<file path="src/source/ecc_code_pkg.sv">
/*
 * Fixed Hsiao SECDED code, 16 data bits and 6 parity bits, no other widths
 * Every data column has weight 3 and each row of the check matrix has 8 ones
 */
package ecc_code_pkg;

  // Code dimensions
  localparam int data_width     = 16;
  localparam int parity_width   = 6;
  localparam int codeword_width = data_width + parity_width;

  // Index into the 22-bit codeword
  localparam int pos_width = 5;

  // Parity-check columns of the data bits
  // Entry i is the syndrome seen when data bit i flips
  // Four of the twenty weight-3 columns are dropped to balance the rows
  localparam logic [parity_width-1:0] hsiao_columns [0:data_width-1] = '{
    6'h0b,
    6'h0d,
    6'h0e,
    6'h13,
    6'h15,
    6'h16,
    6'h1a,
    6'h1c,
    6'h23,
    6'h25,
    6'h29,
    6'h2a,
    6'h2c,
    6'h31,
    6'h32,
    6'h34
  };

  // Parity of a data word
  // Row j of the result is the XOR of data bits whose column has row j set
  function automatic logic [parity_width-1:0] calc_parity(
    input logic [data_width-1:0] d
  );
    logic [parity_width-1:0] p;
    p = '0;
    for (int i = 0; i < data_width; i++) begin
      // Each set data bit adds its column
      if (d[i]) begin
        p = p ^ hsiao_columns[i];
      end
    end
    return p;
  endfunction

endpackage

</file>
<file path="src/source/ecc_link_pkg.sv">
/*
 * Types carried between encoder, injector and decoder
 * Codeword order is parity above data, so bits 0 to 15 are data
 */
package ecc_link_pkg;

  // Injector opcode
  typedef enum logic [1:0] {
    inj_none,
    inj_single,
    inj_double
  } inject_mode_e;

  // Fault command, sampled together with the data word
  // Positions must be distinct and below 22, nothing checks this
  typedef struct packed {
    inject_mode_e                          mode;
    logic [ecc_code_pkg::pos_width-1:0]    pos_a;
    logic [ecc_code_pkg::pos_width-1:0]    pos_b;
  } inject_cmd_t;

  // Codeword with its strobe
  typedef struct packed {
    logic                                  valid;
    logic [ecc_code_pkg::parity_width-1:0] parity;
    logic [ecc_code_pkg::data_width-1:0]   data;
  } codeword_t;

  // Decoder output
  // ce marks a corrected error, due an uncorrectable one
  typedef struct packed {
    logic                                  valid;
    logic [ecc_code_pkg::data_width-1:0]   data;
    logic [ecc_code_pkg::parity_width-1:0] syndrome;
    logic                                  ce;
    logic                                  due;
  } dec_result_t;

endpackage

</file>
<file path="src/source/ecc_loopback_top.sv">
/*
 * Encoder, fault injector and decoder in a row, four cycles input to result
 * No back-pressure, one result per valid input, in order
 */
module ecc_loopback_top (
  input  logic                                clk,
  input  logic                                rst_n,
  input  logic                                data_valid,
  input  logic [ecc_code_pkg::data_width-1:0] data,
  input  ecc_link_pkg::inject_cmd_t           cmd,
  output ecc_link_pkg::dec_result_t           result
);

  import ecc_link_pkg::*;

  // Encoder to injector
  codeword_t enc_word;

  // Injector to decoder
  codeword_t rcv_word;

  // Cycle 1
  secded_encoder i_secded_encoder (
    .clk,
    .rst_n,
    .data_valid,
    .data,
    .enc_word
  );

  // Cycle 2, command delayed inside to match the data
  fault_injector i_fault_injector (
    .clk,
    .rst_n,
    .cmd,
    .enc_word,
    .rcv_word
  );

  // Cycles 3 and 4
  secded_decoder i_secded_decoder (
    .clk,
    .rst_n,
    .rcv_word,
    .result
  );

endmodule

</file>
<file path="src/source/fault_injector.sv">
/*
 * Flips zero, one or two codeword bits, one cycle of latency
 * Positions are taken as given, out-of-range positions flip nothing
 */
module fault_injector (
  input  logic                      clk,
  input  logic                      rst_n,
  input  ecc_link_pkg::inject_cmd_t cmd,
  input  ecc_link_pkg::codeword_t   enc_word,
  output ecc_link_pkg::codeword_t   rcv_word
);

  import ecc_code_pkg::*;
  import ecc_link_pkg::*;

  // Command delayed to line up with the encoder output
  inject_cmd_t cmd_q;

  // Bits to flip
  logic [codeword_width-1:0] flip_mask;

  // Codeword before and after the fault
  logic [codeword_width-1:0] clean_bits;
  logic [codeword_width-1:0] faulty_bits;

  // Command delay
  always_ff @(posedge clk) begin
    if (!rst_n) begin
      cmd_q.mode <= inj_none;
    end else begin
      cmd_q.mode <= cmd.mode;
    end
    cmd_q.pos_a <= cmd.pos_a;
    cmd_q.pos_b <= cmd.pos_b;
  end

  // Mask decode from mode and positions
  always_comb begin
    for (int i = 0; i < codeword_width; i++) begin
      flip_mask[i] = ((cmd_q.mode != inj_none) && (cmd_q.pos_a == pos_width'(i))) ||
                     ((cmd_q.mode == inj_double) && (cmd_q.pos_b == pos_width'(i)));
    end
  end

  // Flat codeword, parity over data
  assign clean_bits  = {enc_word.parity, enc_word.data};
  assign faulty_bits = clean_bits ^ flip_mask;

  // Strobe passes through
  always_ff @(posedge clk) begin
    if (!rst_n) begin
      rcv_word.valid <= 1'b0;
    end else begin
      rcv_word.valid <= enc_word.valid;
    end
  end

  // Faulty payload
  always_ff @(posedge clk) begin
    rcv_word.parity <= faulty_bits[codeword_width-1:data_width];
    rcv_word.data   <= faulty_bits[data_width-1:0];
  end

endmodule

</file>
<file path="src/source/secded_decoder.sv">
/*
 * Two-cycle SECDED decoder: syndrome register, then correction and flags
 * Errors of three or more bits may be miscorrected or pass as clean
 */
module secded_decoder (
  input  logic                      clk,
  input  logic                      rst_n,
  input  ecc_link_pkg::codeword_t   rcv_word,
  output ecc_link_pkg::dec_result_t result
);

  import ecc_code_pkg::*;

  // Stage 1 registers
  logic                    s1_valid;
  logic [data_width-1:0]   s1_data;
  logic [parity_width-1:0] s1_syndrome;

  // Stage 1 syndrome
  logic [parity_width-1:0] syndrome;

  // Stage 2 lookup
  logic [data_width-1:0]   data_match;
  logic                    data_hit;
  logic                    parity_hit;
  logic                    syn_odd;
  logic                    syn_nonzero;
  logic                    corr_err;
  logic                    uncorr_err;
  logic [data_width-1:0]   corr_data;

  // Received parity against parity rebuilt from received data
  always_comb begin
    syndrome = rcv_word.parity ^ calc_parity(rcv_word.data);
  end

  always_ff @(posedge clk) begin
    if (!rst_n) begin
      s1_valid <= 1'b0;
    end else begin
      s1_valid <= rcv_word.valid;
    end
  end

  always_ff @(posedge clk) begin
    s1_data     <= rcv_word.data;
    s1_syndrome <= syndrome;
  end

  // Column match, one hot at most since columns are distinct
  always_comb begin
    for (int i = 0; i < data_width; i++) begin
      data_match[i] = (s1_syndrome == hsiao_columns[i]);
    end
  end

  assign data_hit    = |data_match;
  // Unit vector means a flipped parity bit
  assign parity_hit  = $onehot(s1_syndrome);
  assign syn_odd     = ^s1_syndrome;
  assign syn_nonzero = |s1_syndrome;

  // Odd weight and a known column
  assign corr_err   = syn_odd && (data_hit || parity_hit);
  // Even weight, or odd with no matching column
  assign uncorr_err = syn_nonzero && !corr_err;

  // Only a data column hit changes the data
  assign corr_data = s1_data ^ (data_match & {data_width{corr_err}});

  // Result register
  always_ff @(posedge clk) begin
    if (!rst_n) begin
      result.valid <= 1'b0;
      result.ce    <= 1'b0;
      result.due   <= 1'b0;
    end else begin
      result.valid <= s1_valid;
      result.ce    <= corr_err;
      result.due   <= uncorr_err;
    end
  end

  always_ff @(posedge clk) begin
    result.data     <= corr_data;
    result.syndrome <= s1_syndrome;
  end

endmodule

</file>
<file path="src/source/secded_encoder.sv">
/*
 * One-cycle SECDED encoder, no back-pressure
 * Payload is loaded only on data_valid and holds otherwise
 */
module secded_encoder (
  input  logic                                clk,
  input  logic                                rst_n,
  input  logic                                data_valid,
  input  logic [ecc_code_pkg::data_width-1:0] data,
  output ecc_link_pkg::codeword_t             enc_word
);

  import ecc_code_pkg::*;

  // Parity of the incoming word
  logic [parity_width-1:0] parity;

  always_comb begin
    parity = calc_parity(data);
  end

  // Strobe register
  always_ff @(posedge clk) begin
    if (!rst_n) begin
      enc_word.valid <= 1'b0;
    end else begin
      enc_word.valid <= data_valid;
    end
  end

  // Payload register
  // Parity sits above the data in the codeword
  always_ff @(posedge clk) begin
    if (data_valid) begin
      enc_word.parity <= parity;
      enc_word.data   <= data;
    end
  end

endmodule

</file>
<file path="config.mk">
export PLATFORM = sky130hd
export DESIGN_NAME = ecc_loopback_top
export DESIGN_NICKNAME = d
export VERILOG_FILES = /design/src/source/ecc_code_pkg.sv /design/src/source/ecc_link_pkg.sv /design/src/source/ecc_loopback_top.sv /design/src/source/fault_injector.sv /design/src/source/secded_decoder.sv /design/src/source/secded_encoder.sv
export SDC_FILE = /design/constraint.sdc
export NUM_CORES = 1
export LEC_CHECK = 0
export ABC_AREA = 1
export BUFFER_PORTS_ARGS = -buffer_cell sky130_fd_sc_hd__buf_2
export CAP_MARGIN = 40
export CORE_UTILIZATION = 45
export DETAILED_ROUTE_END_ITERATION = 8
export SYNTH_ARGS = -nofsm -noshare
export SYNTH_HDL_FRONTEND = slang
export SYNTH_SLANG_ARGS = --single-unit
</file>
<file path="constraint.sdc">
create_clock -name clk -period 4.7 [get_ports clk]
set_clock_uncertainty 0.05 [all_clocks]
set_input_delay 0.47 -clock clk [delete_from_list [all_inputs] [get_ports clk]]
set_output_delay 0.47 -clock clk [all_outputs]
set_load 0.02 [all_outputs]
</file>
==> flow_summary.toml, run 1 <==
[outcome]
outcome = "complete, no violations"

[clock_network]
cts-buffers-inserted = 9
cts.clk_slew.worst_paths_ps = 90
postCtsSetupBuffers = 0
clock_path_buffers = 2
htreeDepth = 3
cts_hold_buf = 0
cts_resized = 0
cts_tree = "yes"
cts-root-buf = "clkbuf_8"
clk_latency_ps = 360
clock_sinks = 106

[cells_and_area]
n_fill_cell = 990
mostFrequentLayoutCell = "nand2_1"
ff_latch_area_um2 = 2340
final_cell_mix = "nand2_1 (113), inv_1 (85), dfxtp_1 (84)"
syn2layout_area_growth_pct = 12.4
num_antenna_cells = 0
multi_input_area_um2 = 2130
final_core_util_pct = 52.4
drive_gt1_share_pct = 15.5
fin_nets = 638

[pwr]
p_leak_nw = 2.68
peakVddDrop_uv = 959
power_mw = 3.25
power_density_nw_per_um2 = 598

[sta]
hold_viol = 0
period_share_pct = 54.8
setup_tns_ps = 0
slew_violations = 0
relSlewSlack_pct = 55.5
holdWs_ps = 157
timing.fmax_ghz = 0.388
setup_violations = 0
worst-slew-pin-transition_ps = 666
min_period_ps = 2580
rsz0062_at_grt = "false"

[yosys]
seq_area_frac_synth_pct = 48.4
ys_ff_latch = 106
synth_top_area_share_pct = 34.7
syn-num-nets = 578
synth_top_cell_by_area = "dfxtp_1"
ys_types = 30
syn_avg_cell_area_um2 = 9.13
yosysWarnings = 0
synth_area_leaders = "dfxtp_1 (35%), edfxtp_1 (14%), nand2_1 (8.8%)"
netlist_area_um2 = 4840
synthesis.instances = 530

[floorplanning]
initial_core_util_pct = 46.7
die_y_um = 106
design.die.area_um2 = 11200
ios = 56
die_w_um = 106
fp-row-count = 37
core_region_area_um2 = 10400

[route]
drt_iter0_drc = 121
drc_errors = 0
postRouteAntennaNets = 0
drt_pass1_iterations = 5
vias = 3383
vias_per_cell = 4.63
wl_per_cell_um = 12.9
drt-total-wl_um = 9440

[grt]
grt_pass1_wl_um = 15400
grt_max_degree = 34
grt_overflow = 0
grtUsageTotal_pct = 18.5
antenna_found_initial = 0
grt_pass1_vias = 3236

[setup_path]
path_cells = "inv_1 -> ha_1 -> fa_1 -> buf_4 -> nand3_2 -> nand2_1 -> nand2_1"
start_kind = "flop"
critical_path_class = "flop to flop"
cp_common_cell = "nand2_1"
arrival_ps = 2780
critPathSlowestCell = "fa_1"
critPathMaxStageDelay_ps = 970
worst_setup_path_end_kind = "flop"
timing.rr.start = "i_secded_decoder.s1_syndrome[4]$_DFF_P_"
critPathRequiredTime_ps = 4910
critPathMaxFanout = 19
critPathLaunch = "i_secded_decoder.s1_syndrome[4]$_DFF_P_"

[min_path]
min_from = "cmd[1]"
hold_path_class = "input port to flop"

[place]
portBuffers = 55
dp_hpwl_um = 7510
place.gp.congestion = 0.836

[job]
maxCapViolCount = 0
## power by group
part	total, mW	internal, mW	switching (mW)
combinational	1.55	0.458	1.09
sequential	1.18	1.09	0.0922
clock	0.529	0.241	0.288
total	3.25	1.78	1.47
## final cells by class
type,count,share of cell area (%)
multi-input combinational,332,39.2
clock buffer,13,3.13
clock inverter,3,0.414
tap,136,3.13
inverter,85,5.87
sequential,106,43.1
timing repair buffer,56,5.20
## sequential cells by signal (all words and copies together), names as in the netlist
register / flops
i_secded_decoder.s1_valid: 1
i_secded_encoder.enc_word: 23
i_fault_injector.cmd_q: 12
i_secded_decoder.s1_data: 16
i_fault_injector.rcv_word: 23
i_secded_decoder.s1_syndrome: 6
i_secded_decoder.result: 25
## final timing paths
kind              slack [ps]  cells after the start                                   to
hold / removal           160                      1    i_fault_injector.cmd_q[1]$_DFF_P_
setup reg to reg        2120                      7  i_secded_decoder.result[11]$_DFF_P_
hold reg to reg          340                      0   i_secded_decoder.result[5]$_DFF_P_
setup / recovery        2120                      7  i_secded_decoder.result[11]$_DFF_P_
## synthesized netlist by cell type (all sizes together)
cell type    n
o31ai        2
o21ai        2
o21bai       1
inv         85
ha          16
nand3       44
nand2      113
fa           1
nand3b       4
nand4       17
buf          6
edfxtp      22
clkbuf       1
o32ai        1
or2          5
xnor2       41
o22ai       19
dfxtp       84
xor2        47
nor2        19
## kinds of logic after synthesis
| kind of cell | count (synthesis) | share of synthesized area (%) |
|---|---|---|
| fa+ha+maj | 17 | 4.55 |
| xor+xnor | 88 | 16.1 |
| flops | 106 | 48.4 |
| compound gates | 25 | 3.31 |
| buf+inv | 92 | 7.55 |
| simple gates | 202 | 20.1 |
## critical path, delay by kind of cell, from the launching register on
| family | cells | cell delay (ps) |
|---|---|---|
| fa+ha+maj | 2 | 1290 |
| flops | 1 | 420 |
| simple gates | 3 | 230 |
| buf+inv | 2 | 480 |
## stage by stage
step                instances  worst slack [ps]  area, um2
global route              731              1980       5440
global placement          715              2220       5250
finish                    731              2120       5440
CTS                       731              2110       5440
detailed placement        715              2140       5250
floorplan                 530              2500       4840
## layer usage
| metal | part of all wire, % | global-route usage, % | wire (um) | vias up |
|---|---|---|---|---|
| li1 | - | - | - | 1784 |
| met1 | 41 | 19.6 | 3870 | 1504 |
| met2 | 52 | 33.8 | 4910 | 78 |
| met3 | 3.7 | 2.78 | 350 | 17 |
| met4 | 3.3 | 12.1 | 313 | 0 |
| met5 | 0 | 0 | 0 | - |
(Power assumes the default switching activity.)
==> run 2, diff against run 1 <==
PLACE_DENSITY = 0.67   (was not set)
clock period = 2.3 ns   (was 4.7 ns; I/O delays follow)
==> run 2 against run 1 <==
Sequential power is 100% higher. First-iteration DRC count is 29% lower. Die area stayed put. Setup slack worse by 2000 ps. Core utilization is 2.6 points higher. Sequential cell count stayed put. Wire length is 0.22% lower. Maximum frequency is 17% higher. Register-to-register slack worse by 2000 ps. Largest power group unchanged. Non-clock buffer count is 22 higher. Count of clock-buffer cells in the layout is 1 lower.
==> flow_summary.toml, run 2 (synthesized netlist as in run 1, its figures left out) <==
[place]
placedCellCount = 723
place.gp.congestion = 0.864
portBuffers = 55
dp_hpwl_um = 7250

[route]
drt_iter0_drc = 86
wl_met2_um = 4850
vias = 3502
drt-total-wl_um = 9420
wl_met3_um = 286
postRouteAntennaNets = 0
wl_per_cell_um = 12.5
drc_errors = 0
drt_pass1_iterations = 4
wl_met1_um = 3940
vias_per_cell = 4.65
top_layer_used = "met4"

[floorplanning]
design.die.area_um2 = 11200
initial_core_util_pct = 46.7
core_region_area_um2 = 10400
ios = 56
fp-row-count = 37
die_w_um = 106
die_y_um = 106

[sta]
hold_viol = 0
worst-slew-pin-transition_ps = 575
min_period_ps = 2190
setup_violations = 0
relSlewSlack_pct = 61.5
holdWs_ps = 44.8
timing.fmax_ghz = 0.456
slew_violations = 0
period_share_pct = 95.4

[cells_and_area]
final_core_util_pct = 55.1
mostFrequentLayoutCell = "nand2_1"
fin_nets = 660
largest_register_ffs = 25
regMostFlops = "i_secded_decoder.result"
num_antenna_cells = 0
final_cell_mix = "nand2_1 (113), inv_1 (84), dfxtp_1 (79)"
drive_gt1_share_pct = 17.8
syn2layout_area_growth_pct = 18.0
instances_no_fill = 753
reg.largest.list = "i_secded_decoder.result: 25 flops, i_fault_injector.rcv_word: 23 flops, i_secded_encoder.enc_word: 23 flops"

[grt]
antenna_found_initial = 0
grt_overflow = 0
grtUsageTotal_pct = 18.0
grt_max_degree = 34
grt_pass1_vias = 3278
grt_pass1_wl_um = 15200

[clock_network]
clock_sinks = 106
postCtsSetupBuffers = 0
cts_tree = "yes"
htreeDepth = 3
cts-buffers-inserted = 9
clock_path_buffers = 2
cts-root-buf = "clkbuf_8"
clk_latency_ps = 360
cts.clk_slew.worst_paths_ps = 90

[job]
maxCapViolCount = 0

[setup_path]
rrSetupSlack_ps = 110
worst_setup_path_end_kind = "flop"
start_kind = "flop"
critPathMaxFanout = 16
reg2reg_depth = 10
arrival_ps = 2400
critical_path_class = "flop to flop"
critPathRequiredTime_ps = 2510

[min_path]
hold_path_class = "input port to flop"
holdPathStages = 1

[pwr]
peakVddDrop_uv = 1340
power_density_nw_per_um2 = 1360
p_leak_nw = 2.78

[outcome]
outcome = "complete, no violations"
## run 2: cell types whose count changed in the layout (fill, tap and decap cells not counted), moves of 2 or more
cell,delta
buf_12,+2
buf_4,+6
clkinv_4,-2
dfxtp_1,-5
dfxtp_2,+5
dlygate4sd3_1,+12
ha_1,-3
ha_4,+3
## run 2: metal layers
metal | GRT usage, % | vias to the layer above
li1 | - | 1831
met1 | 19.3 | 1570
met2 | 32.8 | 81
met3 | 3.77 | 20
met4 | 9.82 | 0
met5 | 0 | -
## run 2: area by class of cell
class                           count  area [um2]
Tap cell                          136         170
Clock buffer                       12         135
Multi-Input combinational cell    332        2170
Timing Repair Buffer               78         541
Sequential cell                   106        2350
Inverter                           85         319
Fill cell                         963        4660
Clock inverter                      4        26.3
## run 2: stage by stage
stage / TNS, ps / cell area, um2 / worst slack [ps] / total power, mW
6_report: 0 / 5710 / 106 / 7.76
4_1_cts: 0 / 5660 / 30.4 / 7.49
5_1_grt: -6.58 / 5710 / -6.58 / 8.27
3_3_place_gp: 0 / 5330 / 22.7 / 5.94
2_1_floorplan: 0 / 4840 / 95.9 / 5.17
3_5_place_dp: -11.2 / 5330 / -5.42 / 6.05
## run 2: worst paths after layout
path / from / end
worst max-delay path: i_secded_decoder.s1_syndrome[0]$_DFF_P_ / i_secded_decoder.result[10]$_DFF_P_
worst max register to register: i_secded_decoder.s1_syndrome[0]$_DFF_P_ / i_secded_decoder.result[10]$_DFF_P_
worst min-delay path: data[10] / i_secded_encoder.enc_word[10]$_DFFE_PP_
worst min register to register: i_secded_decoder.s1_syndrome[0]$_DFF_P_ / i_secded_decoder.result[2]$_DFF_P_
## run 2: where the power goes
group          switching [mW]  internal, mW  leakage, nW  total [mW]
sequential              0.161          2.23        0.923        2.39
clock                   0.592         0.396       0.0808       0.988
combinational            2.52          1.87         1.78        4.39
total                    3.27          4.49         2.78        7.76
## run 2: repair_timing
item / in CTS / in global routing
endpoints found under the setup margin: 14 / 16
endpoints found under the hold margin: 12 / 0
hold buffers: 12 / 0
gates cloned: 1 / 1
pin swaps: 2 / 2
resized for setup: 5 / 5
## run 2: worst max-delay path, stage by stage, from the launching register on
cell	delay, ps
dfxtp_2	360
inv_1	70
ha_1	280
fa_1	360
ha_1	200
o21bai_1	150
nand3b_1	130
nand3_4	160
buf_16	190
nand4_1	80
nand2_1	60
